`src/hdl/demosaicPkg.sv`:
```
`default_nettype none

package demosaicPkg;

	// Register stages between the window and the interpolated green
	localparam int interpSteps = 4;

	// Bayer site codes as {row parity, column parity}
	// Even rows run G B G B ..., odd rows R G R G ...
	localparam logic [1:0] siteGreenEven = 2'b00;
	localparam logic [1:0] siteBlue = 2'b01;
	localparam logic [1:0] siteRed = 2'b10;
	localparam logic [1:0] siteGreenOdd = 2'b11;

endpackage

`default_nettype wire

```
`src/hdl/greenInterp.sv`:
```
`default_nettype none

module greenInterp
	import demosaicPkg::*;
#(
	parameter int frameWidth = 1920,
	parameter int frameHeight = 1080,
	parameter int pixelWidth = 8
) (
	input logic clk,
	input logic reset,
	input logic step,
	input logic [pixelWidth-1:0] centre,
	input logic [pixelWidth-1:0] left,
	input logic [pixelWidth-1:0] right,
	input logic [pixelWidth-1:0] up,
	input logic [pixelWidth-1:0] down,
	input logic [$clog2(frameWidth)-1:0] centreX,
	input logic [$clog2(frameHeight)-1:0] centreY,
	input logic centreValid,
	output logic [pixelWidth-1:0] greenOut,
	output logic [pixelWidth-1:0] centreOut,
	output logic [1:0] siteOut,
	output logic lastOut,
	output logic resultValid
);

	localparam int xWidth = $clog2(frameWidth);
	localparam int yWidth = $clog2(frameHeight);

	function automatic logic [pixelWidth-1:0] absDiff(
		input logic [pixelWidth-1:0] a,
		input logic [pixelWidth-1:0] b
	);
		return (a > b) ? a - b : b - a;
	endfunction

	function automatic logic [pixelWidth-1:0] avgFloor(
		input logic [pixelWidth-1:0] a,
		input logic [pixelWidth-1:0] b
	);
		logic [pixelWidth:0] sum;
		sum = {1'b0, a} + {1'b0, b};
		return sum[pixelWidth:1];
	endfunction

	logic atLeft;
	logic atRight;
	logic atTop;
	logic atBottom;
	logic [pixelWidth-1:0] leftIn;
	logic [pixelWidth-1:0] rightIn;
	logic [pixelWidth-1:0] upIn;
	logic [pixelWidth-1:0] downIn;

	// Index is the step that last wrote the value, minus one
	logic [pixelWidth-1:0] hGrad [3];
	logic [pixelWidth-1:0] vGrad [3];
	logic [pixelWidth-1:0] gH [3];
	logic [pixelWidth-1:0] gV [3];
	logic [pixelWidth-1:0] gHV;

	logic [pixelWidth-1:0] centreDly [interpSteps];
	logic [1:0] siteDly [interpSteps];
	logic lastDly [interpSteps];
	logic validDly [interpSteps];

	assign atLeft = centreX == '0;
	assign atRight = centreX == xWidth'(frameWidth - 1);
	assign atTop = centreY == '0;
	assign atBottom = centreY == yWidth'(frameHeight - 1);

	// Out-of-frame neighbours count as zero
	assign leftIn = atLeft ? '0 : left;
	assign rightIn = atRight ? '0 : right;
	assign upIn = atTop ? '0 : up;
	assign downIn = atBottom ? '0 : down;

	always_ff @(posedge clk) begin
		if (step) begin
			// Step 1
			hGrad[0] <= absDiff(leftIn, rightIn);
			vGrad[0] <= absDiff(upIn, downIn);
			gH[0] <= atLeft ? rightIn : (atRight ? leftIn : avgFloor(leftIn, rightIn));
			gV[0] <= atTop ? downIn : (atBottom ? upIn : avgFloor(upIn, downIn));

			// Steps 2 and 3
			for (int i = 1; i < 3; i++) begin
				hGrad[i] <= hGrad[i-1];
				vGrad[i] <= vGrad[i-1];
				gH[i] <= gH[i-1];
				gV[i] <= gV[i-1];
			end
			gHV <= avgFloor(gH[1], gV[1]);

			// Step 4, follow the smoother direction
			if (hGrad[2] > vGrad[2]) begin
				greenOut <= gV[2];
			end else if (hGrad[2] < vGrad[2]) begin
				greenOut <= gH[2];
			end else begin
				greenOut <= gHV;
			end
		end
	end

	// Side band rides along with the arithmetic
	always_ff @(posedge clk) begin
		if (step) begin
			centreDly[0] <= centre;
			siteDly[0] <= {centreY[0], centreX[0]};
			lastDly[0] <= atRight && atBottom;
			for (int i = 1; i < interpSteps; i++) begin
				centreDly[i] <= centreDly[i-1];
				siteDly[i] <= siteDly[i-1];
				lastDly[i] <= lastDly[i-1];
			end
		end
	end

	always_ff @(posedge clk) begin
		if (reset) begin
			for (int i = 0; i < interpSteps; i++) begin
				validDly[i] <= 1'b0;
			end
		end else if (step) begin
			validDly[0] <= centreValid;
			for (int i = 1; i < interpSteps; i++) begin
				validDly[i] <= validDly[i-1];
			end
		end
	end

	assign centreOut = centreDly[interpSteps-1];
	assign siteOut = siteDly[interpSteps-1];
	assign lastOut = lastDly[interpSteps-1];
	assign resultValid = validDly[interpSteps-1];

endmodule

`default_nettype wire

```
`config.mk`:
```
export PLATFORM = sky130hd
export DESIGN_NAME = greenInterp
export DESIGN_NICKNAME = d
export VERILOG_FILES = /design/src/hdl/demosaicPkg.sv /design/src/hdl/greenInterp.sv
export SDC_FILE = /design/constraint.sdc
export NUM_CORES = 1
export LEC_CHECK = 0
export BUFFER_PORTS_ARGS = -buffer_cell sky130_fd_sc_hd__buf_2
export CORE_MARGIN = 2
export CORE_UTILIZATION = 40
export CTS_BUF_LIST = sky130_fd_sc_hd__clkbuf_16
export CTS_CLUSTER_SIZE = 12
export DETAILED_ROUTE_END_ITERATION = 7
export GPL_TIMING_DRIVEN = 0
export PLACE_DENSITY_LB_ADDON = 0.3
export SLEW_MARGIN = 30
export SYNTH_ARGS = -nofsm -noshare
export SYNTH_HDL_FRONTEND = slang
export SYNTH_SLANG_ARGS = --single-unit
```
`constraint.sdc`:
```
create_clock -name clk -period 13.8 [get_ports clk]
set_input_delay 2.76 -clock clk [delete_from_list [all_inputs] [get_ports clk]]
set_output_delay 2.76 -clock clk [all_outputs]
set_load 0.02 [all_outputs]
```
==> report_table.html <==
<table>
<tr><th>Metric</th><th>Value</th></tr>
<tr><th colspan="2">Drt</th></tr>
<tr><td>First-pass iteration count of the detailed router</td><td>5</td></tr>
<tr><td>Via count of the routed design</td><td>4942</td></tr>
<tr><td>Wire length reported by the detailed router</td><td>14590 um</td></tr>
<tr><td>Vias per cell</td><td>4.908</td></tr>
<tr><td>DRC violations left</td><td>0</td></tr>
<tr><td>Routed Antenna Nets</td><td>0</td></tr>
<tr><td>Starting DRC count in detailed routing</td><td>258</td></tr>
<tr><td>Post-detailed-route wirelength per cell</td><td>14.49 um</td></tr>
<tr><th colspan="2">Critical path</th></tr>
<tr><td>Critical setup path kind</td><td>in2reg</td></tr>
<tr><td>Most frequent cell on the critical path</td><td>inv_1</td></tr>
<tr><td>Register-to-register path setup slack</td><td>11.51 ns</td></tr>
<tr><td>CP Max Fanout</td><td>10</td></tr>
<tr><td>Data required time at the worst endpoint</td><td>13.94 ns</td></tr>
<tr><td>Cell depth of the worst setup path</td><td>16</td></tr>
<tr><td>Reg-to-reg critical path startpoint</td><td>hGrad[0][17]</td></tr>
<tr><td>Nature of the critical path startpoint</td><td>primary input</td></tr>
<tr><td>Largest delay contributor family on the critical path</td><td>simple AND/OR/NAND/NOR gates</td></tr>
<tr><td>CP Buf/Inv Count</td><td>5</td></tr>
<tr><td>Number of cells on the worst reg-to-reg path</td><td>8</td></tr>
<tr><td>Worst path arrival time</td><td>6.65 ns</td></tr>
<tr><td>Type of element capturing the critical path</td><td>register</td></tr>
<tr><td>Cell Chain, Critical Path</td><td>buf_2 -&gt; or3_4 -&gt; or4_4 -&gt; buf_6 -&gt; clkbuf_1 -&gt; nand2_1 -&gt; inv_1 -&gt; ha_1 -&gt; fa_1 -&gt; inv_1 -&gt; a21oi_1 -&gt; o21ai_1 -&gt; nand3_1 -&gt; a32oi_4 -&gt; mux2i_1 -&gt; xor2_1</td></tr>
<tr><td>Worst reg2reg endpoint</td><td>greenOut[6]</td></tr>
<tr><td>Slowest cell on the critical path</td><td>or4_4</td></tr>
<tr><td>Crit path largest cell delay</td><td>0.52 ns</td></tr>
<tr><th colspan="2">Floorplanning</th></tr>
<tr><td>Num ports</td><td>86</td></tr>
<tr><td>Cell row count</td><td>51</td></tr>
<tr><td>Initial core utilization</td><td>0.4093</td></tr>
<tr><td>Area of the core region</td><td>19530 um2</td></tr>
<tr><td>Vert. Die Dim</td><td>145.4 um</td></tr>
<tr><td>Die Area</td><td>21130 um2</td></tr>
<tr><td>Die width</td><td>145.4 um</td></tr>
<tr><th colspan="2">Place</th></tr>
<tr><td>Final weighted congestion in routability-driven placement</td><td>0.8192</td></tr>
<tr><td>Port Buffers</td><td>83</td></tr>
<tr><td>DP Cell Count</td><td>975</td></tr>
<tr><td>HPWL after detailed placement</td><td>10910 um</td></tr>
<tr><td>Post-place instance area</td><td>8782 um2</td></tr>
<tr><th colspan="2">Hold path</th></tr>
<tr><td>Worst hold endpoint</td><td>siteDly[2][1]</td></tr>
<tr><td>Number of instances on the worst hold path</td><td>0</td></tr>
<tr><td>Worst min-delay path category</td><td>reg2reg</td></tr>
<tr><td>Source of the worst hold timing path</td><td>siteDly[1][1]</td></tr>
<tr><th colspan="2">Global route</th></tr>
<tr><td>Grt total ovfl</td><td>0</td></tr>
<tr><td>Met2 routing resource usage after global routing</td><td>0.2377</td></tr>
<tr><td>Vias in the first global route</td><td>4951</td></tr>
<tr><td>Antenna violations before repair</td><td>0</td></tr>
<tr><td>Global routing met1 resource utilization</td><td>0.1810</td></tr>
<tr><td>GRT Util Overall</td><td>0.1418</td></tr>
<tr><td>Met3 routing resource usage after global routing</td><td>0.03323</td></tr>
<tr><td>Global route hottest layer</td><td>met2</td></tr>
<tr><td>Global-route wire length before repair</td><td>24020 um</td></tr>
<tr><td>Maximum number of pins on one net before global-route repair</td><td>90</td></tr>
<tr><th colspan="2">Timing</th></tr>
<tr><td>Final sum of negative setup slack</td><td>0 ns</td></tr>
<tr><td>Final Hold Viols</td><td>0</td></tr>
<tr><td>Final period util</td><td>0.4715</td></tr>
<tr><td>Setup Skew</td><td>0.005687 ns</td></tr>
<tr><td>Setup-failing EPs final</td><td>0</td></tr>
<tr><td>Number of slew-limit violations in the final report</td><td>0</td></tr>
<tr><td>Min Hold Slack</td><td>0.4151 ns</td></tr>
<tr><td>Fmax</td><td>153.7 MHz</td></tr>
<tr><td>Measured slew at the worst slew-check pin</td><td>0.9139 ns</td></tr>
<tr><td>Post-route minimum period</td><td>6.506 ns</td></tr>
<tr><td>Rel. slew slack</td><td>0.3885</td></tr>
<tr><td>RSZ-0062 raised after global routing</td><td>false</td></tr>
<tr><th colspan="2">Synthesis</th></tr>
<tr><td>Mean cell area of the mapped netlist</td><td>12.77 um2</td></tr>
<tr><td>Count of flip-flops with a built-in enable after synthesis</td><td>160</td></tr>
<tr><td>Number of nets in the synthesized netlist</td><td>756</td></tr>
<tr><td>Number of standard cells after synthesis</td><td>626</td></tr>
<tr><td>Fraction of post-synthesis cell area in the top cell type by area</td><td>0.6011</td></tr>
<tr><td>Sequential-to-total area share from yosys stat</td><td>0.6011</td></tr>
<tr><td>Share of async-settable or async-resettable flops after synthesis</td><td>0</td></tr>
<tr><td>Main area contributors after synthesis</td><td>edfxtp_1 (60%), ha_1 (8.9%), a21oi_1 (2.9%), mux2i_1 (2.9%), inv_1 (2.9%)</td></tr>
<tr><td>Warning count from the yosys run</td><td>0</td></tr>
<tr><td>Post-synth top area cell</td><td>edfxtp_1</td></tr>
<tr><td>Number of distinct standard cells referenced by the synthesized netlist</td><td>53</td></tr>
<tr><td>Predominant post-synthesis flop cell</td><td>edfxtp_1</td></tr>
<tr><td>Synthesized flop and latch total</td><td>160</td></tr>
<tr><td>Area of the mapped netlist</td><td>7993 um2</td></tr>
<tr><th colspan="2">Clock network</th></tr>
<tr><td>Post-CTS repair timing setup buffer count</td><td>0</td></tr>
<tr><td>Inserted Clock Buffers</td><td>17</td></tr>
<tr><td>Number of gates given a new drive strength after cts</td><td>0</td></tr>
<tr><td>TritonCTS clock tree</td><td>done</td></tr>
<tr><td>Root Buffer</td><td>clkbuf_16</td></tr>
<tr><td>Clk pin slew, worst setup/hold paths</td><td>0.06 ns</td></tr>
<tr><td>Clock tree sinks</td><td>160</td></tr>
<tr><td>Clock Path Buffers</td><td>2</td></tr>
<tr><td>Total of hold buffers inserted after clock tree synthesis</td><td>0</td></tr>
<tr><td>Clock H-tree levels</td><td>4</td></tr>
<tr><td>Insertion delay to the later sink of the worst-skew pair</td><td>0.41 ns</td></tr>
<tr><th colspan="2">Pwr</th></tr>
<tr><td>Max rail drop VDD</td><td>79.65 uV</td></tr>
<tr><td>Reported leakage power</td><td>3.878 nW</td></tr>
<tr><td>Power per cell area</td><td>133.3 nW/um2</td></tr>
<tr><th colspan="2">Final layout</th></tr>
<tr><td>Number of diodes</td><td>0</td></tr>
<tr><td>Most common cell after layout, fill and taps aside</td><td>edfxtp_1</td></tr>
<tr><td>Most used cells in the layout excluding fill and tap cells</td><td>edfxtp_1 (160), buf_2 (87), inv_1 (62)</td></tr>
<tr><td>Net count of the finished layout</td><td>859</td></tr>
<tr><td>Relative area change from synthesis to final layout</td><td>17.30%</td></tr>
<tr><td>Fraction of final layout cells sized beyond drive strength 1</td><td>0.1752</td></tr>
<tr><td>Final design instance area without fill</td><td>9375 um2</td></tr>
<tr><td>Final standard cell count with taps included and fillers excluded</td><td>1007</td></tr>
<tr><th colspan="2">Outcome</th></tr>
<tr><td>Run status</td><td>completed</td></tr>
<tr><th colspan="2">Flow run</th></tr>
<tr><td>Max cap viols</td><td>0</td></tr>
</table>
## sequential cells by signal, indices dropped and copies added, names as in the netlist
register	flops
gV	24
vGrad	24
gH	24
siteDly	8
validDly	4
hGrad	24
lastDly	4
centreDly	32
gHV	8
greenOut	8
## cell families after synthesis
family | Yosys count | synth area share
simple gates | 134 | 0.08266
xor+xnor | 25 | 0.02740
flops | 160 | 0.6011
fa+ha+maj | 66 | 0.1093
compound gates | 138 | 0.1115
buf+inv | 80 | 0.03929
mux | 23 | 0.02880
## where the power goes
group	leakage, nW	total, mW	internal, mW	switching (mW)
clock	0.296	0.461	0.284	0.178
sequential	1.57	0.619	0.604	0.0151
combinational	2.01	0.169	0.0700	0.0989
## cell type report
| cell class | instances | area, um2 |
|---|---|---|
| Multi-Input combinational cell | 386 | 2879 |
| Inverter | 61 | 229.0 |
| Fill cell | 1793 | 10150 |
| Sequential cell | 160 | 4805 |
| Timing Repair Buffer | 84 | 452.9 |
| Buffer | 19 | 85.08 |
| Clock buffer | 17 | 425.4 |
| Clock inverter | 15 | 167.7 |
| Tap cell | 265 | 331.6 |
## worst max path at each step
stage | startpoint | end
4_1_cts | centreY[3] | vGrad[0][2]
2_1_floorplan | centreY[3] | vGrad[0][2]
3_5_place_dp | centreY[3] | vGrad[0][2]
5_1_grt | centreY[3] | vGrad[0][6]
6_report | centreY[3] | vGrad[0][2]
3_3_place_gp | centreY[3] | vGrad[0][2]
## routing by layer
| metal | routed length [um] | vias to the layer above |
|---|---|---|
| met1 | 6692 | 2358 |
| met5 | 0 | - |
| li1 | - | 2474 |
| met4 | 153 | 0 |
| met2 | 7267 | 99 |
| met3 | 475 | 11 |
## Yosys cell counts, types with 2 or more instances
| cell type | number |
|---|---|
| xor2_1 | 5 |
| edfxtp_1 | 160 |
| a31oi_1 | 3 |
| maj3_1 | 2 |
| nor2b_1 | 6 |
| nand2_1 | 51 |
| or2_2 | 5 |
| or3_1 | 3 |
| o22ai_1 | 5 |
| nand3_1 | 4 |
| a21boi_0 | 2 |
| nor3_1 | 4 |
| xnor2_1 | 20 |
| nand4_1 | 6 |
| o2bb2ai_1 | 3 |
| o21bai_1 | 12 |
| a21o_1 | 17 |
| fa_1 | 7 |
| o211ai_1 | 2 |
| clkbuf_1 | 12 |
| a21oi_1 | 46 |
| nor4_1 | 3 |
| and2_1 | 7 |
| o21ai_0 | 26 |
| inv_1 | 61 |
| or4_1 | 3 |
| o31ai_1 | 2 |
| o21ai_1 | 4 |
| buf_2 | 5 |
| nor2_1 | 28 |
| a211oi_1 | 3 |
| ha_1 | 57 |
| and3_1 | 2 |
| nand2b_1 | 7 |
| a22oi_1 | 3 |
| mux2i_1 | 23 |
## through the flow
step	setup WS (ns)	power, mW	util
floorplan	7.545	0.7380	-
global placement	6.945	0.7938	0.4476
detailed placement	6.868	0.7992	0.4498
CTS	7.314	1.263	0.4801
global route	7.091	1.312	0.4801
finish	7.294	1.249	0.4801
(Power assumes the default switching activity.)
