### config.mk
export PLATFORM = sky130hd
export DESIGN_NAME = rgbAssembler
export DESIGN_NICKNAME = d
export VERILOG_FILES = /design/src/hdl/demosaicPkg.sv /design/src/hdl/rgbAssembler.sv
export SDC_FILE = /design/constraint.sdc
export NUM_CORES = 1
export LEC_CHECK = 0
export ABC_AREA = 1
export BUFFER_PORTS_ARGS = -buffer_cell sky130_fd_sc_hd__buf_2
export CORE_ASPECT_RATIO = 1.1
export CORE_MARGIN = 4
export CORE_UTILIZATION = 25
export CTS_CLUSTER_DIAMETER = 40
export DETAILED_ROUTE_END_ITERATION = 8
export RECOVER_POWER = 50
export REMOVE_ABC_BUFFERS = 1
export SLEW_MARGIN = 40
export SYNTH_ARGS = -nofsm -noshare
export SYNTH_HDL_FRONTEND = slang
export SYNTH_SLANG_ARGS = --single-unit
### constraint.sdc
create_clock -name clk -period 2.2 [get_ports clk]
set_clock_uncertainty 0.2 [all_clocks]
set_input_delay 0.11 -clock clk [delete_from_list [all_inputs] [get_ports clk]]
set_output_delay 0.11 -clock clk [all_outputs]
set_load 0.03 [all_outputs]
### src/hdl/demosaicPkg.sv
`default_nettype none

package demosaicPkg;

	// Register stages between the window and the interpolated green
	localparam int interpSteps = 4;

	// Bayer site codes as {row parity, column parity}
	// Even rows run G B G B ..., odd rows R G R G ...
	localparam logic [1:0] siteGreenEven = 2'b00;
	localparam logic [1:0] siteBlue = 2'b01;
	localparam logic [1:0] siteRed = 2'b10;
	localparam logic [1:0] siteGreenOdd = 2'b11;

endpackage

`default_nettype wire

### src/hdl/rgbAssembler.sv
`default_nettype none

module rgbAssembler
	import demosaicPkg::*;
#(
	parameter int frameWidth = 1920,
	parameter int frameHeight = 1080,
	parameter int pixelWidth = 8
) (
	input logic clk,
	input logic reset,
	input logic step,
	input logic [pixelWidth-1:0] greenOut,
	input logic [pixelWidth-1:0] centreOut,
	input logic [1:0] siteOut,
	input logic lastOut,
	input logic resultValid,
	input logic outAck,
	output logic outReq,
	output logic [pixelWidth-1:0] outR,
	output logic [pixelWidth-1:0] outG,
	output logic [pixelWidth-1:0] outB,
	output logic [$clog2(frameWidth)-1:0] outX,
	output logic [$clog2(frameHeight)-1:0] outY,
	output logic outLast,
	output logic stall
);

	localparam int xWidth = $clog2(frameWidth);
	localparam int yWidth = $clog2(frameHeight);

	logic [xWidth-1:0] xCount;
	logic [yWidth-1:0] yCount;
	logic capture;

	// Result left by the previous step is taken on this one
	assign capture = step && resultValid;
	assign stall = outReq || outAck;

	always_ff @(posedge clk) begin
		if (capture) begin
			outX <= xCount;
			outY <= yCount;
			outLast <= lastOut;
			case (siteOut)
				siteGreenEven, siteGreenOdd: begin
					outR <= '0;
					outG <= centreOut;
					outB <= '0;
				end
				siteBlue: begin
					outR <= '0;
					outG <= greenOut;
					outB <= centreOut;
				end
				siteRed: begin
					outR <= centreOut;
					outG <= greenOut;
					outB <= '0;
				end
			endcase
		end
	end

	always_ff @(posedge clk) begin
		if (reset) begin
			outReq <= 1'b0;
			xCount <= '0;
			yCount <= '0;
		end else begin
			if (capture) begin
				outReq <= 1'b1;
				// Restart the raster after the frame's last pixel
				if (lastOut) begin
					xCount <= '0;
					yCount <= '0;
				end else if (xCount == xWidth'(frameWidth - 1)) begin
					xCount <= '0;
					yCount <= yCount + 1'b1;
				end else begin
					xCount <= xCount + 1'b1;
				end
			end else if (outReq && outAck) begin
				outReq <= 1'b0;
			end
		end
	end

	outHoldsWhileWaiting: assert property (@(posedge clk) disable iff (reset)
		(outReq && !outAck) |=> $stable({outR, outG, outB, outX, outY, outLast}));

	// Intake must stay frozen until the sink has released ack
	noReqDuringAck: assert property (@(posedge clk) disable iff (reset)
		$rose(outReq) |-> !$past(outAck));

endmodule

`default_nettype wire

==> results.md, run 1 <==
* Synth async-reset ratio at 0%
* Port buffer count at 72
* RSZ-0062 raised after global routing: false
* Pre-CTS WS at ~0.40 ns
* Die width at 111.2 µm
* CP top delay family: buffers and inverters
* CP Launch Type: register
* Maximum capacitance violations at 0
* Fillers at 1172
* Clock network power share at 43.8%
* Core area at 11490 µm²
* Final setup violation count at 0
* HP Class: in -> reg
* Antenna violations before repair at 0
* Least-Margin Pin Slew at 0.6414 ns
* Reg power frac at 46.8%
* Largest net degree at the start of global routing at 47
* Htree depth at 3
* Hold path startpoint: resultValid
* Area delta synth->final at 34.98%
* Share of the synthesized area in the top cell type at 48.18%
* DP HPWL at about 4500 µm
* Psw at 723.8 µW
* Commonest register cell after synthesis: edfxtp_1
* Syn Area/Cell at 10.35 µm²
* GRT Residual Overflow at 0
* Register area at 1872 µm²
* Net Sw Frac at between 20% and 30%
* Fin crit period at about 2 ns
* Clk sinks at 70
* CTS tree: done
* Tcrit/Tclk final at 91.32%
* Worst path bufs/invs at 1
* Placed Area at 3471 µm²
* Final Max Tran Viols at 0
* Post-synth cell types at 25
* Power, Total at 3142 µW
* DRC Markers at 0
* Status: complete, no violations
* Fin area at 3954 µm²
* Sequential fraction of the synthesis area at 63.90%
* Slowest cell on crit path: dlygate4sd3_1
* DR WL/cell at between 10 and 15 µm
* First-pass GRT wire length at 10660 µm
* Footprint of the multi-input gates at 885.9 µm²
* Routed WL at about 6400 µm
* Final hold violation count at 0
* Crit path required time at 2.21 ns
* Hold depth at 4
* Yosys reg bits at 70
* Top cells by count, synth: nand2_1 (70), edfxtp_1 (47), inv_1 (38)
* Crit Path Class: reg -> reg
* Post-synth EDFFs at 47
* Worst skew pair latency at 0.33 ns
* Fmax at 497.8 MHz
* DR iter-0 viols at 120
* Critical Path Fanout Max at 4
* YS warnings at 0
* Maximum vdd drop at 0.2853 mV
* R2R cell count at 9
* Vias in the first global route at 2224
* Die height at 121.5 µm
* Cell Pwr Density at 794.7 nW/µm²
* Cells after Synth at 283
* CTS Buf Count at 9
* Initial core utilization at 25.49%
* Hold Path End: xCount[0]$_SDFFE_PP0P_
* Critical path, cell by cell: ha_1 > nand2_1 > nor2_1 > nand2_1 > nand2_2 > nand2_2 > nand3_1 > a21oi_1 > dlygate4sd3_1
* Setup ws final at 0.1910 ns
* Post_cts resized at 0
* Critical Path End Type: register
* Leakage at roughly 0.0016 µW
* Top post-synthesis cells by area: edfxtp_1 (48%), dfxtp_1 (16%), nand2_1 (9.0%)
* Cell Int Power at 2418 µW
* Reg2Reg Setup Slack at 0.19 ns
* Clock root cell: clkbuf_16
* Die ar. at approximately 14000 µm²
* Crit-path max cell delay at 0.56 ns
* Vias per cell at 4.191
* Netlist Area Pre-Place at slightly below 3000 µm²
* Worst slew margin at 57.24%
* GPL Wtd Cong at 0.8018
* Most common cell in the synthesized netlist: nand2_1
* Router iterations before antenna repair at 4
* CTS Buffer Depth at 2
* Gr usage total at 9.997%
* Worst Path Arrival at 2.02 ns
* Share of post-route cells with drive strength above 1 at 25.45%
* Share of power burned in combinational logic at around a tenth
* FF-to-FF End: xCount[1]$_SDFFE_PP0P_
* Antenna diodes at 0
* Post-route ant nets at 0
* Rows at 41
* Clock transition at path regs at 0.06 ns
* Layout net count at 412
* Top-level I/O count at 73
* Reg2reg start: xCount[1]$_SDFFE_PP0P_
* Dominant cell type by area after synthesis: edfxtp_1
* DR vias at 2259
==> worst max path at each step <==
stage                                 startpoint                       to  slack [ns]  depth (start not counted)
after global routing      xCount[1]$_SDFFE_PP0P_   xCount[1]$_SDFFE_PP0P_        0.07                          9
after CTS                 xCount[0]$_SDFFE_PP0P_   xCount[1]$_SDFFE_PP0P_        0.21                          9
final                     xCount[1]$_SDFFE_PP0P_   xCount[1]$_SDFFE_PP0P_        0.19                          9
after global placement    yCount[0]$_SDFFE_PP0P_  yCount[10]$_SDFFE_PP0P_        0.46                          7
after detailed placement  xCount[0]$_SDFFE_PP0P_   yCount[4]$_SDFFE_PP0P_        0.40                         10
after floorplan                             step   yCount[3]$_SDFFE_PP0P_       -0.13                          7
==> layer usage <==
metal / vias up / GRT usage (%) / wire [µm]
met5: - / 0 / 0
met4: 0 / 5.475 / 129
met3: 11 / 2.693 / 468
met2: 76 / 16.55 / 3010
met1: 1042 / 11.85 / 2774
li1: 1130 / - / -
==> repair_timing <==
item / in CTS / in global routing
buffers inserted: 0 / 0
hold endpoints to repair: 32 / 0
hold buffers: 22 / 0
==> metrics by stage <==
stage | hold slack, ns | util [%] | TNS [ns] | instances
after floorplan | -0.02093 | - | -0.6488 | 278
after global placement | 0.1700 | 30.20 | 0 | 501
after detailed placement | 0.1865 | 30.20 | 0 | 501
after CTS | 0.05057 | 34.63 | 0 | 539
after global routing | 0.2547 | 34.41 | 0 | 539
final | 0.1520 | 34.41 | 0 | 539
==> layout by cell type (no fill, tap or decap), drive strengths merged <==
cell type	n
nor3	4
a21boi	1
nand4	3
clkinv	2
mux2	8
ha	4
dfxtp	23
clkbuf	22
nor2	35
dlygate4sd3	22
nand2	75
o21ai	8
xnor2	1
a21oi	11
xor2	2
nand3	13
o21bai	3
buf	64
nor3b	1
or2	1
inv	39
edfxtp	47
==> state kept, by name, indices dropped and copies added, names as in the netlist <==
| name | flops |
|---|---|
| outX | 11 |
| outY | 11 |
| xCount | 11 |
| yCount | 11 |
| outB | 8 |
| outG | 8 |
| outR | 8 |
| outLast | 1 |
| outReq | 1 |
==> kinds of logic (layout without fill, tap and decap cells) <==
| kind of cell | count (synthesis) | after routing | synth area share [%] |
|---|---|---|---|
| adder cells (fa/ha/maj) | 4 | 4 | 1.709 |
| multiplexers | 8 | 8 | 3.076 |
| buffers and inverters | 43 | 149 | 5.767 |
| XOR/XNOR | 3 | 3 | 0.8972 |
| AO/OA/AOI/OAI | 23 | 23 | 4.912 |
| flip-flops | 70 | 70 | 63.90 |
| AND/OR/NAND/NOR | 132 | 132 | 19.74 |
==> worst min-delay path: stages <==
cell	delay (ns)
buf_2	0.07
nand2_1	0.18
o21ai_0	0.22
a21oi_1	0.04
==> power by group through the flow <==
stage | combinational, µW | sequential, µW | clock [µW]
global route | 321 | 1480 | 1480
detailed placement | 275 | 1500 | 0
finish | 296 | 1470 | 1380
CTS | 306 | 1470 | 1420
floorplan | 81.5 | 1590 | 0
global placement | 273 | 1500 | 0
==> area by class of cell <==
cell class / instances / share of cell area (%)
inverter: 38 / 3.608
multi-input combinational: 170 / 22.41
sequential: 70 / 47.34
timing repair buffer: 95 / 14.62
tap: 150 / 4.747
clock inverter: 3 / 0.4114
clock buffer: 13 / 6.867
Power figures use the tool's default switching activity.
==> run 2, diff against run 1 <==
- BUFFER_PORTS_ARGS: -buffer_cell sky130_fd_sc_hd__buf_2 -> unset
- CORE_ASPECT_RATIO: 1.1 -> 1.25
- CORE_MARGIN: 4 -> 2
- DONT_BUFFER_PORTS: unset -> 1
==> results.md, run 2 (same netlist as run 1, synthesis figures left out) <==
* Leakage at ~0.0014 µW
* Top-level I/O count at 73
* CP startpoint: lastOut
* Tcrit/Tclk final at 81.47%
* Critical Path Fanout Max at 12
* CTS Buffer Depth at 2
* Htree depth at 3
* Non-filler cells, final at 456
* Hold depth at 3
* Fin crit period at 1.792 ns
* CTS tree: done
* Area delta synth->final at 23.41%
* DR iter-0 viols at 101
* Hold WS at -0.009105 ns
* Maximum vdd drop at between 0.2 and 0.3 mV
* Worst Path Arrival at 1.82 ns
* Power, Total at 3173 µW
* Clock root cell: clkbuf_16
* Share of post-route cells with drive strength above 1 at about an eighth
* Reg2reg start: xCount[1]$_SDFFE_PP0P_
* Least-Margin Pin Slew at 0.3891 ns
* Layout net count at 341
* Crit Path Class: in -> reg
* Post-route ant nets at 0
* Failing checks: negative hold slack
* CP Launch Type: input pin
* Fmax at 558.0 MHz
* Fillers at 1145
* Commonest non-fill, non-tap cell in the layout: nand2_1
* First-pass GRT wire length at a little under 10000 µm
* Vias in the first global route at 1956
* M2 GR Usage at 16.86%
* Final setup violation count at 0
* Hold path startpoint: step
* DR WL/cell at 13.39 µm
* Met1 usage at between 10% and 20%
* TNS Setup at 0 ns
* Port buffer count at 0
* Gr usage total at roughly a tenth
* RSZ-0062 raised after global routing: false
* Crit path required time at ~2.2 ns
* Initial core utilization at 25.46%
* Antenna violations before repair at 0
* Worst skew pair latency at 0.33 ns
* HP Class: in -> reg
* Die ar. at between 10000 and 15000 µm²
* Die width at ~100 µm
* DRC Markers at 0
* Cell Pwr Density at 877.7 nW/µm²
* GRT Residual Overflow at 0
* GPL Wtd Cong at ~0.78
* Final Max Tran Viols at 0
* DP HPWL at 4221 µm
* Inst Count DP at 419
* Clock transition at path regs at approximately 0.050 ns
* R2R cell count at 10
* Critical Path End Type: register
* Clk sinks at 70
* Core area at 11510 µm²
* Worst slew margin at 73.98%
* Rows at 44
* Die height at 125.0 µm
* Router iterations before antenna repair at 4
* Maximum capacitance violations at 0
* Largest net degree at the start of global routing at 34
* Final hold violation count at 1
* Leading cell types in the layout, fill and taps excluded: nand2_1 (70), edfxtp_1 (47), inv_1 (37)
* Met3 usage at 3.242%
* Status: complete, but fails checks
* Routed WL at 6108 µm
* CTS Buf Count at 9
* DR vias at between 1500 and 2000
* Antenna diodes at 0
* Vias per cell at ~4.4
* Busiest layer in global routing: met2
[run 2: cell count changes in the layout (fill, tap and decap cells not counted), moves of 2 or more]
cell      delta
buf_2       -64
clkbuf_1     -9
buf_4        +2
clkbuf_8     +2
[run 2: report_power, final]
part / total, µW / internal, µW / switching (µW)
sequential: 1570 / 1460 / 111
combinational: 145 / 61.3 / 83.9
clock: 1460 / 961 / 495
[run 2: critical path, cell delays in order]
cell and delay, ns:
dlygate4sd3_1 0.74, inv_1 0.20, nand2_2 0.16, nand3_4 0.19, nand2_2 0.24, nand2_1 0.08, nand2_1 0.07, inv_1 0.03
[run 2: worst paths after layout]
kind                             to  slack [ns]
min reg2reg      outY[10]$_DFFE_PP_        0.28
max reg2reg  yCount[4]$_SDFFE_PP0P_        0.42
max          yCount[4]$_SDFFE_PP0P_        0.41
min          xCount[9]$_SDFFE_PP0P_      -0.009
[run 2: what timing repair did]
| item | in CTS | in global routing |
|---|---|---|
| gates resized for setup | 0 | 0 |
| buffers inserted | 0 | 0 |
| endpoints found under the hold margin | 41 | 0 |
| hold buffers | 21 | 0 |
[run 2: area by class of cell]
type                    instances  area [µm²]  area share, %
flip-flops and latches         70        1872          51.78
multi-input cells             170       888.4          24.58
clock buffers                  12       266.5          7.373
repair buffers                 24       229.0          6.334
well taps                     138       172.7          4.777
inverters                      38       142.6          3.946
clock inverters                 4       43.79          1.211
[run 2: per-stage QoR]
stage	hold WS (ns)	setup slack, ns	util, %	instance area (µm²)
6_report	-0.009105	0.4077	31.42	3615
5_1_grt	0.06737	0.2143	31.42	3615
4_1_cts	0.0008968	0.4044	31.45	3618
3_5_place_dp	-0.01437	0.4163	26.92	3098
3_3_place_gp	-0.01794	0.4813	26.92	3098
2_1_floorplan	-0.02093	-0.1282	-	2903
[run 2: layer usage]
layer / part of all wire [%] / up-vias
met5: 0 / -
met4: 1.8 / 0
met3: 7.5 / 9
met2: 50 / 73
met1: 41 / 920
li1: - / 987
==> run 3, diff against run 2 <==
- clock period: 2.2 -> 1.7 ns (I/O delays scaled with it)
==> results.md, run 3 (same netlist as run 1, synthesis figures left out) <==
* Final Max Tran Viols at 0
* GRT Residual Overflow at 0
* Antenna violations before repair at 0
* CP Depth at 10
* Leading cell types in the layout, fill and taps excluded: nand2_1 (69), edfxtp_1 (47), inv_1 (37)
* Routed WL at 6198 µm
* Top cell by count, worst path: nand2_1
* Gr usage total at 10.24%
* R2R cell count at 10
* Worst skew pair latency at 0.32 ns
* Vias in the first global route at 1961
* Initial core utilization at 25.46%
* Leakage at 0.001425 µW
* Critical path, cell by cell: ha_4 > nand2_2 > nor2_2 > nand2_1 > nand2_2 > nand2_4 > nor2_4 > nand2_1 > nand2_1 > nor2_1
* Worst path bufs/invs at 0
* Crit-path max cell delay at 0.35 ns
* CTS Buffer Depth at 2
* CP startpoint: xCount[1]$_SDFFE_PP0P_
* Top-level I/O count at 73
* Antenna diodes at 0
* CTS Buf Count at 9
* Critical Path Fanout Max at 5
* Fmax at 622.1 MHz
* CP top delay family: simple AND/OR/NAND/NOR gates
* RSZ-0062 raised after global routing: true
* Tcrit/Tclk final at 94.56%
* Final hold violation count at 0
* Worst Path Arrival at 1.63 ns
* DR WL/cell at 13.30 µm
* HP Class: in -> reg
* Setup ws final at roughly 0.092 ns
* CP Launch Type: register
* DP HPWL at 4189 µm
* Maximum capacitance violations at 0
* Die width at 100.8 µm
* Post-route ant nets at 0
* Critical Path Sink: yCount[10]$_SDFFE_PP0P_
* Die ar. at 12600 µm²
* Reg2Reg Setup Slack at 0.09 ns
* Worst slew margin at 73.97%
* Port buffer count at 0
* DR iter-0 viols at 125
* DRC Markers at 0
* Non-filler cells, final at 466
* FF-to-FF End: yCount[10]$_SDFFE_PP0P_
* Vias per cell at 4.333
* Layout net count at between 300 and 400
* Clock transition at path regs at 0.06 ns
* Rows at 44
* Pre-CTS WS at 0.05044 ns
* Clock root cell: clkbuf_16
* Clk sinks at 70
* GPL Wtd Cong at ~0.75
* Final setup violation count at 0
* Share of post-route cells with drive strength above 1 at 18.60%
* First-pass GRT wire length at approximately 10000 µm
* Fin crit period at ~1.6 ns
* Crit path required time at 1.72 ns
* Reg2reg start: xCount[1]$_SDFFE_PP0P_
* Maximum vdd drop at 0.3344 mV
* Htree depth at 3
* Largest net degree at the start of global routing at 30
* Least-Margin Pin Slew at 0.3891 ns
* Router iterations before antenna repair at 4
* Slowest cell on crit path: dfxtp_2
* Status: complete, no violations
* Core area at 11510 µm²
* Cell Pwr Density at 1094 nW/µm²
* Critical Path End Type: register
* Crit Path Class: reg -> reg
* Die height at 125.0 µm
* Inst Count DP at 425
* Area delta synth->final at 28.32%
* DR vias at between 2000 and 2500
* CTS tree: done
* Fillers at 1131
* Commonest non-fill, non-tap cell in the layout: nand2_1
[run 3: changes by cell type in the layout (fill, tap and decap cells not counted), sizes merged]
| cell | previous run | this run |
|---|---|---|
| clkinv | 3 | 1 |
| buf | 2 | 12 |
| dlygate4sd3 | 21 | 20 |
| inv | 38 | 39 |
| nor2 | 35 | 36 |
| dlymetal6s4s | 0 | 1 |
[run 3: worst register-to-register path: stages, from the launching register on]
cell and delay [ns]:
dfxtp_2 0.35, ha_4 0.13, nand2_2 0.05, nor2_2 0.10
nand2_1 0.06, nand2_2 0.12, nand2_4 0.10, nor2_4 0.20
nand2_1 0.08, nand2_1 0.07, nor2_1 0.04
[run 3: how the worst min path moves through the flow]
stage	to	slack (ns)	depth (start not counted)	start
final	outLast$_DFFE_PP_	0.12	1	lastOut
after CTS	stall	0.15	1	outAck
after global routing	outLast$_DFFE_PP_	0.13	1	lastOut
after global placement	outReq$_SDFFE_PP0P_	-0.04	1	reset
after floorplan	outReq$_SDFFE_PP0P_	-0.05	1	reset
after detailed placement	yCount[8]$_SDFFE_PP0P_	-0.04	1	reset
[run 3: what timing repair did]
| action | CTS | global route |
|---|---|---|
| setup buffers | 0 | 3 |
| endpoints found under the setup margin | 0 | 16 |
| hold buffers | 21 | 0 |
| resized for setup | 0 | 19 |
| hold endpoints to repair | 46 | 0 |
[run 3: final cells by class]
cell class	instances	area (µm²)	share of cell area, %
sequential	70	1878	49.97
tap	138	172.7	4.594
clock buffer	13	260.3	6.924
multi-input combinational	171	944.7	25.13
clock inverter	3	41.29	1.099
timing repair buffer	33	319.1	8.489
inverter	38	142.6	3.795
[run 3: layer usage]
| metal | vias to the layer above | global-route usage [%] | routed length (µm) |
|---|---|---|---|
| li1 | 1002 | - | - |
| met1 | 942 | 10.91 | 2408 |
| met2 | 66 | 17.49 | 3184 |
| met3 | 9 | 3.857 | 474 |
| met4 | 0 | 5.077 | 129 |
| met5 | - | 0 | 0 |
[run 3: report_power, final]
group          total [µW]  leakage (µW)  switching (µW)  internal, µW
Combinational         212      0.000650             119          93.0
Clock                1870      0.000150             654          1210
Sequential           2030      0.000625             143          1890
[run 3: metrics by stage]
stage / utilization [%] / cell area, µm² / hold slack (ns) / power (µW) / TNS, ns
finish: 32.67 / 3759 / 0.1222 / 4114 / 0
global route: 32.67 / 3759 / 0.1253 / 4270 / -0.03502
CTS: 31.87 / 3667 / 0.1482 / 4175 / 0
detailed placement: 27.43 / 3156 / -0.04170 / 2219 / 0
global placement: 27.43 / 3156 / -0.04272 / 2217 / 0
floorplan: - / 2903 / -0.04593 / 2167 / -16.61
