<file path="src/hdl/demosaicPkg.sv">
`default_nettype none

package demosaicPkg;

	// Register stages between the window and the interpolated green
	localparam int interpSteps = 4;

	// Bayer site codes as {row parity, column parity}
	// Even rows run G B G B ..., odd rows R G R G ...
	localparam logic [1:0] siteGreenEven = 2'b00;
	localparam logic [1:0] siteBlue = 2'b01;
	localparam logic [1:0] siteRed = 2'b10;
	localparam logic [1:0] siteGreenOdd = 2'b11;

endpackage

`default_nettype wire

</file>
<file path="src/hdl/pixelIntake.sv">
`default_nettype none

module pixelIntake
	import demosaicPkg::*;
#(
	parameter int frameWidth = 1920,
	parameter int frameHeight = 1080,
	parameter int pixelWidth = 8
) (
	input logic clk,
	input logic reset,
	input logic pixReq,
	input logic [pixelWidth-1:0] pixData,
	input logic stall,
	output logic pixAck,
	output logic step,
	output logic [pixelWidth-1:0] stepPixel
);

	localparam int framePixels = frameWidth * frameHeight;
	// Enough zeros to push the last centre through window and interpolation
	localparam int flushSteps = frameWidth + 1 + interpSteps + 1;
	localparam int countWidth = $clog2(framePixels);
	localparam int flushWidth = $clog2(flushSteps);

	logic [countWidth-1:0] pixCount;
	logic [flushWidth-1:0] flushCount;
	logic flushing;
	logic acceptNow;
	logic flushNow;

	// New request seen, previous handshake closed
	assign acceptNow = pixReq && !pixAck && !flushing && !stall;
	assign flushNow = flushing && !stall;

	assign step = acceptNow || flushNow;
	assign stepPixel = flushing ? '0 : pixData;

	always_ff @(posedge clk) begin
		if (reset) begin
			pixAck <= 1'b0;
			pixCount <= '0;
			flushing <= 1'b0;
			flushCount <= '0;
		end else begin
			if (acceptNow) begin
				pixAck <= 1'b1;
				if (pixCount == countWidth'(framePixels - 1)) begin
					flushing <= 1'b1;
				end else begin
					pixCount <= pixCount + 1'b1;
				end
			end else if (pixAck && !pixReq) begin
				pixAck <= 1'b0;
			end

			// Zero run after the last pixel, then back to pixel zero
			if (flushNow) begin
				if (flushCount == flushWidth'(flushSteps - 1)) begin
					flushCount <= '0;
					flushing <= 1'b0;
					pixCount <= '0;
				end else begin
					flushCount <= flushCount + 1'b1;
				end
			end
		end
	end

	// Request is still up when the ack appears
	pixAckNeedsReq: assert property (@(posedge clk) disable iff (reset)
		$rose(pixAck) |-> pixReq);

endmodule

`default_nettype wire

</file>
<file path="config.mk">
export PLATFORM = sky130hd
export DESIGN_NAME = pixelIntake
export DESIGN_NICKNAME = d
export VERILOG_FILES = /design/src/hdl/demosaicPkg.sv /design/src/hdl/pixelIntake.sv
export SDC_FILE = /design/constraint.sdc
export NUM_CORES = 1
export LEC_CHECK = 0
export ABC_AREA = 1
export BUFFER_PORTS_ARGS = -buffer_cell sky130_fd_sc_hd__buf_4
export CORE_UTILIZATION = 50
export CTS_CLUSTER_SIZE = 24
export DETAILED_ROUTE_END_ITERATION = 7
export PLACE_DENSITY = 0.72
export RECOVER_POWER = 25
export SLEW_MARGIN = 0
export SYNTH_ARGS = -nofsm -noshare
export SYNTH_HDL_FRONTEND = slang
export SYNTH_SLANG_ARGS = --single-unit
</file>
<file path="constraint.sdc">
create_clock -name clk -period 1.6 [get_ports clk]
set_clock_uncertainty 0.2 [all_clocks]
set_input_delay 0.16 -clock clk [delete_from_list [all_inputs] [get_ports clk]]
set_output_delay 0.16 -clock clk [all_outputs]
set_load 0.02 [all_outputs]
</file>
==> results of run 1 <==
-- worst register-to-register path, cell delays in order (launching register included) --
cell	delay [ns]
dfxtp_1	0.44
nand2_1	0.11
nor3_1	0.26
nand3_2	0.15
nand2_4	0.17
buf_12	0.13
inv_8	0.05
o21ai_2	0.06
nor2_1	0.07
-- cell families after synthesis --
| group | after synthesis | share of synthesized area, % |
|---|---|---|
| AND/OR/NAND/NOR | 184 | 40.4 |
| adder cells (fa/ha/maj) | 3 | 1.82 |
| buffers and inverters | 63 | 12.7 |
| AO/OA/AOI/OAI | 34 | 8.74 |
| XOR/XNOR | 8 | 3.40 |
| flip-flops | 34 | 33.0 |
-- sequential cells by signal, summed over array words and instances (netlist names) --
signal,flops
flushing,1
pixCount,21
pixAck,1
flushCount,11
-- per-stage QoR --
stage	total power [mW]	setup slack (ns)	cell area (sq um)
2_1_floorplan	0.960	0.0178	2080
3_3_place_gp	1.02	-0.0736	2510
3_5_place_dp	1.03	-0.124	2510
4_1_cts	1.87	-0.0504	2830
5_1_grt	1.95	-0.235	3080
6_report	1.90	-0.163	3080
-- synth_stat cells, drive strengths merged (2+ instances only) --
cell type and n:
nand2 76, nor2 60, nand4 10, o21bai 2, nand3 22, a21oi 18
inv 58, nor3b 2, xnor2 3, buf 5, nor3 13, ha 3
o21ai 12, xor2 5, dfxtp 34
-- layout by cell type (no fill, tap or decap), types with 4 or more instances in the layout --
cell      netlist  final
nand2_1        72     60
buf_4           0     57
inv_1          52     49
nor2_1         55     49
dfxtp_1        34     21
a21oi_1        18     17
nand3_1        21     13
nand2_2         4     11
dfxtp_2         0     11
nand4_1        10     10
nor3_1         11      7
nand3_2         0      7
inv_2           6      6
nor2_4          2      6
nor2_2          3      5
nand2_4         0      5
xor2_1          5      5
o21ai_2         0      5
o21ai_0        12      5
clkbuf_8        0      5
nor3_4          1      4
-- power by group --
part / switching (mW) / total (mW) / internal (mW)
Combinational: 0.110 / 0.214 / 0.104
Sequential: 0.00868 / 0.859 / 0.851
Clock: 0.365 / 0.829 / 0.464
-- final cells by class --
type / count / area, sq um / share of cell area [%]
Clock buffer: 5 / 68.8 / 2.23
Clock inverter: 3 / 45.0 / 1.46
Inverter: 58 / 241 / 7.84
Multi-Input combinational cell: 230 / 1380 / 44.8
Sequential cell: 34 / 702 / 22.8
Tap cell: 48 / 60.1 / 1.95
Timing Repair Buffer: 67 / 573 / 18.6
Timing Repair inverter: 1 / 11.3 / 0.366
-- path summary, 6_finish.rpt --
| kind | start | to | slack [ns] | cells after the start |
|---|---|---|---|---|
| setup / recovery | flushCount[2] | flushCount[8] | -0.16 | 8 |
| hold / removal | stall | flushCount[2] | 0.07 | 5 |
| setup reg to reg | flushCount[2] | flushCount[8] | -0.16 | 8 |
| hold reg to reg | flushing | flushing | 0.29 | 2 |
-- repair_timing --
| action | in CTS | in global routing |
|---|---|---|
| gates resized for setup | 32 | 63 |
| hold buffers | 2 | 0 |
| pin swaps | 11 | 19 |
| gates cloned | 2 | 1 |
| setup buffers | 6 | 4 |
| setup endpoints to repair | 18 | 32 |
| endpoints found under the hold margin | 2 | 0 |
-- per-layer routing --
layer	vias up	GRT usage [%]
met5	-	0
li1	1165	-
met4	0	10.1
met1	1180	37.3
met2	152	45.8
met3	36	6.55
==> impl_metrics.csv, run 1 <==
group,metric,value,unit
outcome,outcome,"finished with violations",
outcome,failed_checks,"setup timing",
worst_setup_path,max_stage_delay,0.44,ns
sta,final_hold_viol_count,0,
clocking,cts_tree,"yes",
min_path,hold_class,"primary input to flop",
detailed_routing,top_layer,"met4",
sta,fin_crit_sh,110,%
sta,rsz0062_at_grt,"yes",
place,dp_hpwl,3800,um
finish,drive_above_1_share,37.2,%
floorplanning,die_w,66.2,um
synthesis,synth_top_area_share,33.0,%
synthesis,ys.warnings.count,0,
finish,antenna_cells,0,
grt,grt_first_pass_wirelength,9540,um
sta,setup_violations,34,
worst_setup_path,path_cells,"nand2_1, nor3_1, nand3_2, nand2_4, buf_12, inv_8, o21ai_2, nor2_1",
sta,tns,-2.76,ns
detailed_routing,routed_wl,7220,um
power_and_ir_drop,ir_worst_vdd,0.700,mV
worst_setup_path,cp-start-kind,"flop",
synthesis,seq_area_frac_synth,33.0,%
power_and_ir_drop,leakage,1.33,nW
job,drv_cap,0,
power_and_ir_drop,power_density,617,mW/mm^2
detailed_routing,vias,2533,
synthesis,synth_largest_area_cell,"dfxtp_1",
clocking,clock_sinks,34,
grt,grt_overflow_total,0,
synthesis,synth-async-reset-ratio,0,%
grt,grt_max_degree,18,
synthesis,synth-main-ff-cell,"dfxtp_1",
worst_setup_path,arrival,1.76,ns
grt,grtUsageTotal,28.6,%
floorplanning,ios,22,
detailed_routing,via_per_inst,5.68,
place,placed_cells,423,
finish,area_growth,49.4,%
clocking,ctsRootBufferMaster,"clkbuf_8",
worst_setup_path,path_class,"flop to flop",
floorplanning,rows,22,
floorplanning,core,0.00380,sq mm
worst_setup_path,cp_top_family,"simple AND/OR/NAND/NOR gates",
finish,final_nets,412,
floorplanning,dieHeight,66.2,um
floorplanning,start_util,54.3,%
grt,antenna_found_initial,0,
place,place.gp.congestion,0.906,
sta,finalMaxSlewViolations,0,
place,numPortBuffers,21,
sta,setup_ws,-0.163,ns
detailed_routing,drtPass1Iterations,5,
synthesis,synth_cells,326,
finish,fillers,223,
worst_setup_path,end_kind,"flop",
worst_setup_path,cp_num_buf_inv,2,
synthesis,ys_ff_latch,34,
detailed_routing,ant_nets,0,
synthesis,synth_area_per_cell,6.33,sq um
detailed_routing,route.detailed.drc,0,
sta,maxSlewHeadroom,75.0,%
clocking,clock_path_buffers,2,
clocking,cts_buffers,5,
finish,final_core_util,81.1,%
sta,fin_crit,1.76,ns
detailed_routing,wire_per_inst,16.2,um
finish,instances_no_fill,446,
detailed_routing,wl_met1,2800,um
sta,whs,0.0697,ns
synthesis,synth_fp_nets,341,
worst_setup_path,critical_path.max_fanout,8,
detailed_routing,wl_met3,782,um
sta,worst_slew_pin_slew,0.372,ns
sta,max_freq,567,MHz
clocking,clk_latency,0.30,ns
floorplanning,die-area,0.00439,sq mm
detailed_routing,drt_iter0_drc,279,
synthesis,synth_edf_count,0,
detailed_routing,wl_met2,3390,um
grt,grt_pass1_vias,2124,
synthesis,synthTopCellsByArea,"dfxtp_1 (33%), nand2_1 (13%), nor2_1 (10%)",
worst_setup_path,critPathRequiredTime,1.59,ns
synthesis,syn_area,0.00206,sq mm
worst_setup_path,cp_slowest_cell,"dfxtp_1",
clocking,path_clk_slew,0.08,ns
synthesis,synth_cell_types,26,
clocking,h-tree-depth,2,
Power figures use the tool's default switching activity.
==> run 2, diff against run 1 <==
CORE_UTILIZATION = 58   (was 50)
PLACE_DENSITY = 0.79   (was 0.72)
clock period = 2 ns   (was 1.6 ns; I/O delays follow)
==> impl_metrics.csv, run 2 (same netlist as run 1, synthesis figures left out) <==
group,metric,value,unit
outcome,outcome,"complete, no violations",
clocking,cts_buffers,5,
power_and_ir_drop,power_density,517,mW/mm^2
worst_setup_path,reg2reg_depth,7,
sta,tns,0,ns
worst_setup_path,arrival,1.48,ns
clocking,cts_tree,"yes",
worst_setup_path,critical_path.max_fanout,21,
worst_setup_path,path_cells,"inv_2, nand2_2, nor3_4, buf_6, inv_2, nand2_1, buf_4",
job,drv_cap,0,
detailed_routing,ant_nets,0,
power_and_ir_drop,power_frac_seq,56.9,%
clocking,path_clk_slew,0.11,ns
min_path,min_to,"flushCount[2]",
worst_setup_path,rr_startpoint,"pixCount[0]",
power_and_ir_drop,power.switching,0.315,mW
worst_setup_path,end_kind,"output port",
grt,grtUsageTotal,25.6,%
grt,grt_overflow_total,0,
sta,fin_crit,1.88,ns
finish,antenna_cells,0,
floorplanning,die_w,61.6,um
power_and_ir_drop,combPwrFrac,8.8,%
worst_setup_path,cp_top_family,"buffers and inverters",
finish,area_growth,13.3,%
clocking,clock_path_buffers,2,
worst_setup_path,cp_slowest_cell,"dfxtp_1",
sta,max_freq,533,MHz
worst_setup_path,cpMostUsedCell,"inv_2",
min_path,min_from,"stall",
detailed_routing,vias,2049,
power_and_ir_drop,leakage,0.969,nW
finish,final_cell_mix,"nand2_1 (72), nor2_1 (55), inv_1 (52)",
place,dp_hpwl,3390,um
clocking,clock_sinks,34,
sta,rsz0062_at_grt,"no",
grt,grt_max_degree,22,
power_and_ir_drop,swShare,26.1,%
floorplanning,rows,21,
power_and_ir_drop,pwr-share-clk,34.3,%
detailed_routing,wire_per_inst,11.3,um
detailed_routing,drt_iter0_drc,137,
power_and_ir_drop,p_int,0.893,mW
clocking,h-tree-depth,2,
worst_setup_path,crit_start,"flushing",
sta,setup_violations,0,
worst_setup_path,r2r_slack,0.14,ns
finish,fillers,327,
worst_setup_path,cp.depth,7,
detailed_routing,via_per_inst,5.10,
worst_setup_path,path_class,"flop to output port",
detailed_routing,route.detailed.drc,0,
finish,reg_top3,"pixCount (21), flushCount (11)",
sta,final_hold_viol_count,0,
place,numPortBuffers,21,
sta,whs,0.0368,ns
detailed_routing,routed_wl,4540,um
detailed_routing,drtPass1Iterations,4,
worst_setup_path,critPathRequiredTime,1.60,ns
finish,largest_register,"pixCount",
clocking,clk_latency,0.35,ns
clocking,ctsRootBufferMaster,"clkbuf_4",
min_path,hold_class,"primary input to flop",
worst_setup_path,rr_endpoint,"pixCount[14]",
finish,largest_reg_flops,21,
worst_setup_path,cp_num_buf_inv,4,
sta,fin_crit_sh,93.8,%
sta,maxSlewHeadroom,78.8,%
finish,final_nets,370,
power_and_ir_drop,ir_worst_vdd,0.449,mV
finish,instances_no_fill,402,
floorplanning,die-area,0.00380,sq mm
worst_setup_path,max_stage_delay,0.35,ns
place,placed_cells,392,
finish,drive_above_1_share,12.6,%
finish,final_common_cell,"nand2_1",
sta,worst_slew_pin_slew,0.317,ns
worst_setup_path,cp-start-kind,"flop",
floorplanning,start_util,61.3,%
place,place.gp.congestion,0.875,
sta,finalMaxSlewViolations,0,
grt,grt_first_pass_wirelength,7130,um
floorplanning,ios,22,
floorplanning,core,0.00336,sq mm
floorplanning,dieHeight,61.6,um
min_path,holdPathStages,5,
grt,antenna_found_initial,0,
clocking,cts_setup_buffers,0,
grt,grt_pass1_vias,1697,
run 2: cell types whose count changed in the layout (fill, tap and decap cells not counted), sizes merged:
cell,before,now
clkbuf,6,15
nand3,23,22
clkinvlp,3,1
buf,63,16
clkinv,0,1
bufinv,1,0
bufbuf,1,0
run 2: power by group through the flow:
stage          Combinational (mW)  Clock, mW  Sequential (mW)
3_5_place_dp                0.109          0            0.703
3_3_place_gp                0.107          0            0.703
4_1_cts                     0.112      0.420            0.688
6_report                    0.106      0.414            0.688
5_1_grt                     0.119      0.454            0.689
2_1_floorplan              0.0643          0            0.703
run 2: metal layers:
layer	GRT usage, %	vias up	wire length, um
li1	-	1081	-
met1	34.4	892	2230
met2	38.9	67	1870
met3	7.35	9	366
met4	9.84	0	75
met5	0	-	0
run 2: through the flow:
| stage | setup slack (ns) | cell area [sq um] | utilization, % | power (mW) |
|---|---|---|---|---|
| after floorplan | 0.373 | 2060 | - | 0.768 |
| after global placement | 0.185 | 2260 | 67.3 | 0.810 |
| after detailed placement | 0.129 | 2260 | 67.3 | 0.812 |
| after CTS | 0.0644 | 2350 | 69.8 | 1.22 |
| after global routing | 0.0153 | 2340 | 69.5 | 1.26 |
| final | 0.124 | 2340 | 69.5 | 1.21 |
run 2: area by class of cell:
cell class	instances	area, sq um	area share, %
Clock buffer	6	51.3	2.19
Clock inverter	2	12.5	0.535
Inverter	58	218	9.31
Multi-Input combinational cell	229	1140	48.8
Sequential cell	34	681	29.1
Tap cell	46	57.6	2.46
Timing Repair Buffer	27	178	7.60
run 2: how the worst max path moves through the flow:
stage | slack (ns) | to
finish | 0.12 | step
CTS | 0.06 | step
detailed placement | 0.13 | pixCount[16]
floorplan | 0.37 | flushCount[8]
global route | 0.02 | step
global placement | 0.19 | pixCount[16]
run 2: what timing repair did:
action                                  CTS  global route
hold endpoints to repair                  2             0
resized for setup                         0             6
hold buffers                              2             0
endpoints found under the setup margin    0             8
run 2: worst reg2reg max path: stages (launching register included):
cell and delay (ns):
dfxtp_1 0.38, ha_1 0.23, nand3_2 0.15, nor2_1 0.30, nand3_1 0.13, xor2_1 0.20
nand2_1 0.07, a21oi_1 0.12
==> run 3, diff against run 2 <==
==> constraint.sdc (replaced) <==
create_clock -name clk -period 2.1 [get_ports clk]
set_clock_uncertainty 0.2 [all_clocks]
set_input_delay 0.21 -clock clk [delete_from_list [all_inputs] [get_ports clk]]
set_output_delay 0.21 -clock clk [all_outputs]
set_load 0.05 [all_outputs]
==> impl_metrics.csv, run 3 (same netlist as run 1, synthesis figures left out) <==
group,metric,value,unit
power_and_ir_drop,power.total,1.18,mW
worst_setup_path,rr_startpoint,"flushing",
place,numPortBuffers,21,
power_and_ir_drop,ir_worst_vdd,0.547,mV
grt,grt_max_degree,21,
grt,grt_first_pass_wirelength,7340,um
worst_setup_path,cp-start-kind,"flop",
sta,fin_crit,1.90,ns
sta,finalMaxSlewViolations,0,
finish,drive_above_1_share,11.9,%
detailed_routing,routed_wl,4560,um
worst_setup_path,max_stage_delay,0.54,ns
sta,rsz0062_at_grt,"no",
finish,final_nets,368,
clocking,cts_buffers,5,
detailed_routing,vias,2067,
grt,grt_pass1_vias,1699,
floorplanning,dieHeight,61.6,um
place,dp_hpwl,3440,um
detailed_routing,route.detailed.drc,0,
worst_setup_path,end_kind,"flop",
job,drv_cap,0,
worst_setup_path,path_class,"flop to flop",
place,place.gp.congestion,0.898,
worst_setup_path,r2r_slack,0.20,ns
finish,final_common_cell,"nand2_1",
worst_setup_path,reg2reg_depth,7,
worst_setup_path,cp_slowest_cell,"dlygate4sd3_1",
sta,fin_crit_sh,90.3,%
place,dpl_cell_area,0.00225,sq mm
worst_setup_path,cp_num_buf_inv,3,
worst_setup_path,critPathRequiredTime,2.15,ns
clocking,clock_sinks,34,
detailed_routing,via_per_inst,5.17,
min_path,holdPathStages,4,
grt,antenna_found_initial,0,
floorplanning,rows,21,
sta,tns,0,ns
floorplanning,core,0.00336,sq mm
worst_setup_path,critical_path.max_fanout,20,
finish,antenna_cells,0,
clocking,h-tree-depth,2,
finish,final_area,0.00230,sq mm
sta,setup_violations,0,
detailed_routing,drtPass1Iterations,4,
floorplanning,start_util,61.3,%
clocking,ctsRootBufferMaster,"clkbuf_4",
floorplanning,ios,22,
power_and_ir_drop,power_density,512,mW/mm^2
finish,largest_register,"pixCount",
detailed_routing,wire_per_inst,11.4,um
clocking,cts_tree,"yes",
finish,reg_top3,"pixCount (21), flushCount (11)",
finish,largest_reg_flops,21,
min_path,hold_class,"primary input to flop",
detailed_routing,ant_nets,0,
worst_setup_path,arrival,1.95,ns
clocking,path_clk_slew,0.11,ns
grt,grtUsageTotal,26.3,%
sta,max_freq,527,MHz
outcome,outcome,"complete, no violations",
min_path,min_from,"stall",
sta,final_hold_viol_count,0,
clocking,clock_path_buffers,2,
sta,worst_slew_pin_slew,0.601,ns
worst_setup_path,path_cells,"inv_2, nand2_2, nor3_4, buf_4, a21oi_1, nor2_1, dlygate4sd3_1",
floorplanning,die_w,61.6,um
sta,maxSlewHeadroom,60.1,%
floorplanning,die-area,0.00380,sq mm
worst_setup_path,cp_top_family,"buffers and inverters",
clocking,clk_latency,0.35,ns
detailed_routing,drt_iter0_drc,137,
worst_setup_path,rr_endpoint,"pixAck",
finish,area_growth,11.7,%
finish,final_cell_mix,"nand2_1 (72), nor2_1 (55), inv_1 (52)",
power_and_ir_drop,leakage,0.964,nW
grt,grt_overflow_total,0,
min_path,min_to,"flushCount[1]",
finish,final_core_util,68.5,%
run 3: worst min-delay path, delay by kind of cell:
family / cells / cell delay [ns]
buf+inv: 2 / 0.12
compound gates: 1 / 0.10
simple gates: 1 / 0.14
run 3: how the worst max path moves through the flow:
| stage | startpoint | end | slack [ns] | cells after the start |
|---|---|---|---|---|
| after floorplan | pixAck | step | 0.43 | 3 |
| after global placement | flushing | flushCount[8] | 0.22 | 7 |
| after detailed placement | flushing | flushCount[8] | 0.19 | 7 |
| after CTS | flushing | pixAck | 0.08 | 7 |
| after global routing | flushCount[0] | flushCount[8] | 0.006 | 8 |
| final | flushing | pixAck | 0.20 | 7 |
run 3: where the power goes:
group | switching (mW) | internal, mW | total [mW] | leakage (nW)
clock network | 0.242 | 0.161 | 0.403 | 0.0343
registers | 0.00516 | 0.650 | 0.655 | 0.275
logic | 0.0845 | 0.0377 | 0.122 | 0.655
total | 0.332 | 0.848 | 1.18 | 0.964
run 3: layer usage:
layer	up-vias	part of all wire (%)	GRT usage [%]
met1	917	48	37.6
met2	65	43	37.9
met3	7	7.4	7.14
met4	0	1.0	9.21
met5	-	0	0
li1	1078	-	-
run 3: through the flow:
stage               hold WS (ns)  setup WS (ns)  instances
finish                    0.0586          0.204        400
global placement           0.196          0.219        390
global route              0.0873        0.00571        400
floorplan                 0.0824          0.427        326
CTS                       0.0492         0.0788        400
detailed placement         0.200          0.188        390
run 3: final cells by class:
cell class | instances | area [sq um]
Clock buffer | 6 | 51.3
Inverter | 58 | 218
Clock inverter | 2 | 12.5
Tap cell | 46 | 57.6
Timing Repair Buffer | 25 | 163
Multi-Input combinational cell | 229 | 1120
Fill cell | 329 | 1060
Sequential cell | 34 | 682
run 3: what timing repair did:
| item | CTS | global route |
|---|---|---|
| gates resized for setup | 0 | 1 |
| buffers inserted | 0 | 0 |
| endpoints found under the hold margin | 2 | 0 |
| hold buffers | 2 | 0 |
| endpoints found under the setup margin | 0 | 2 |
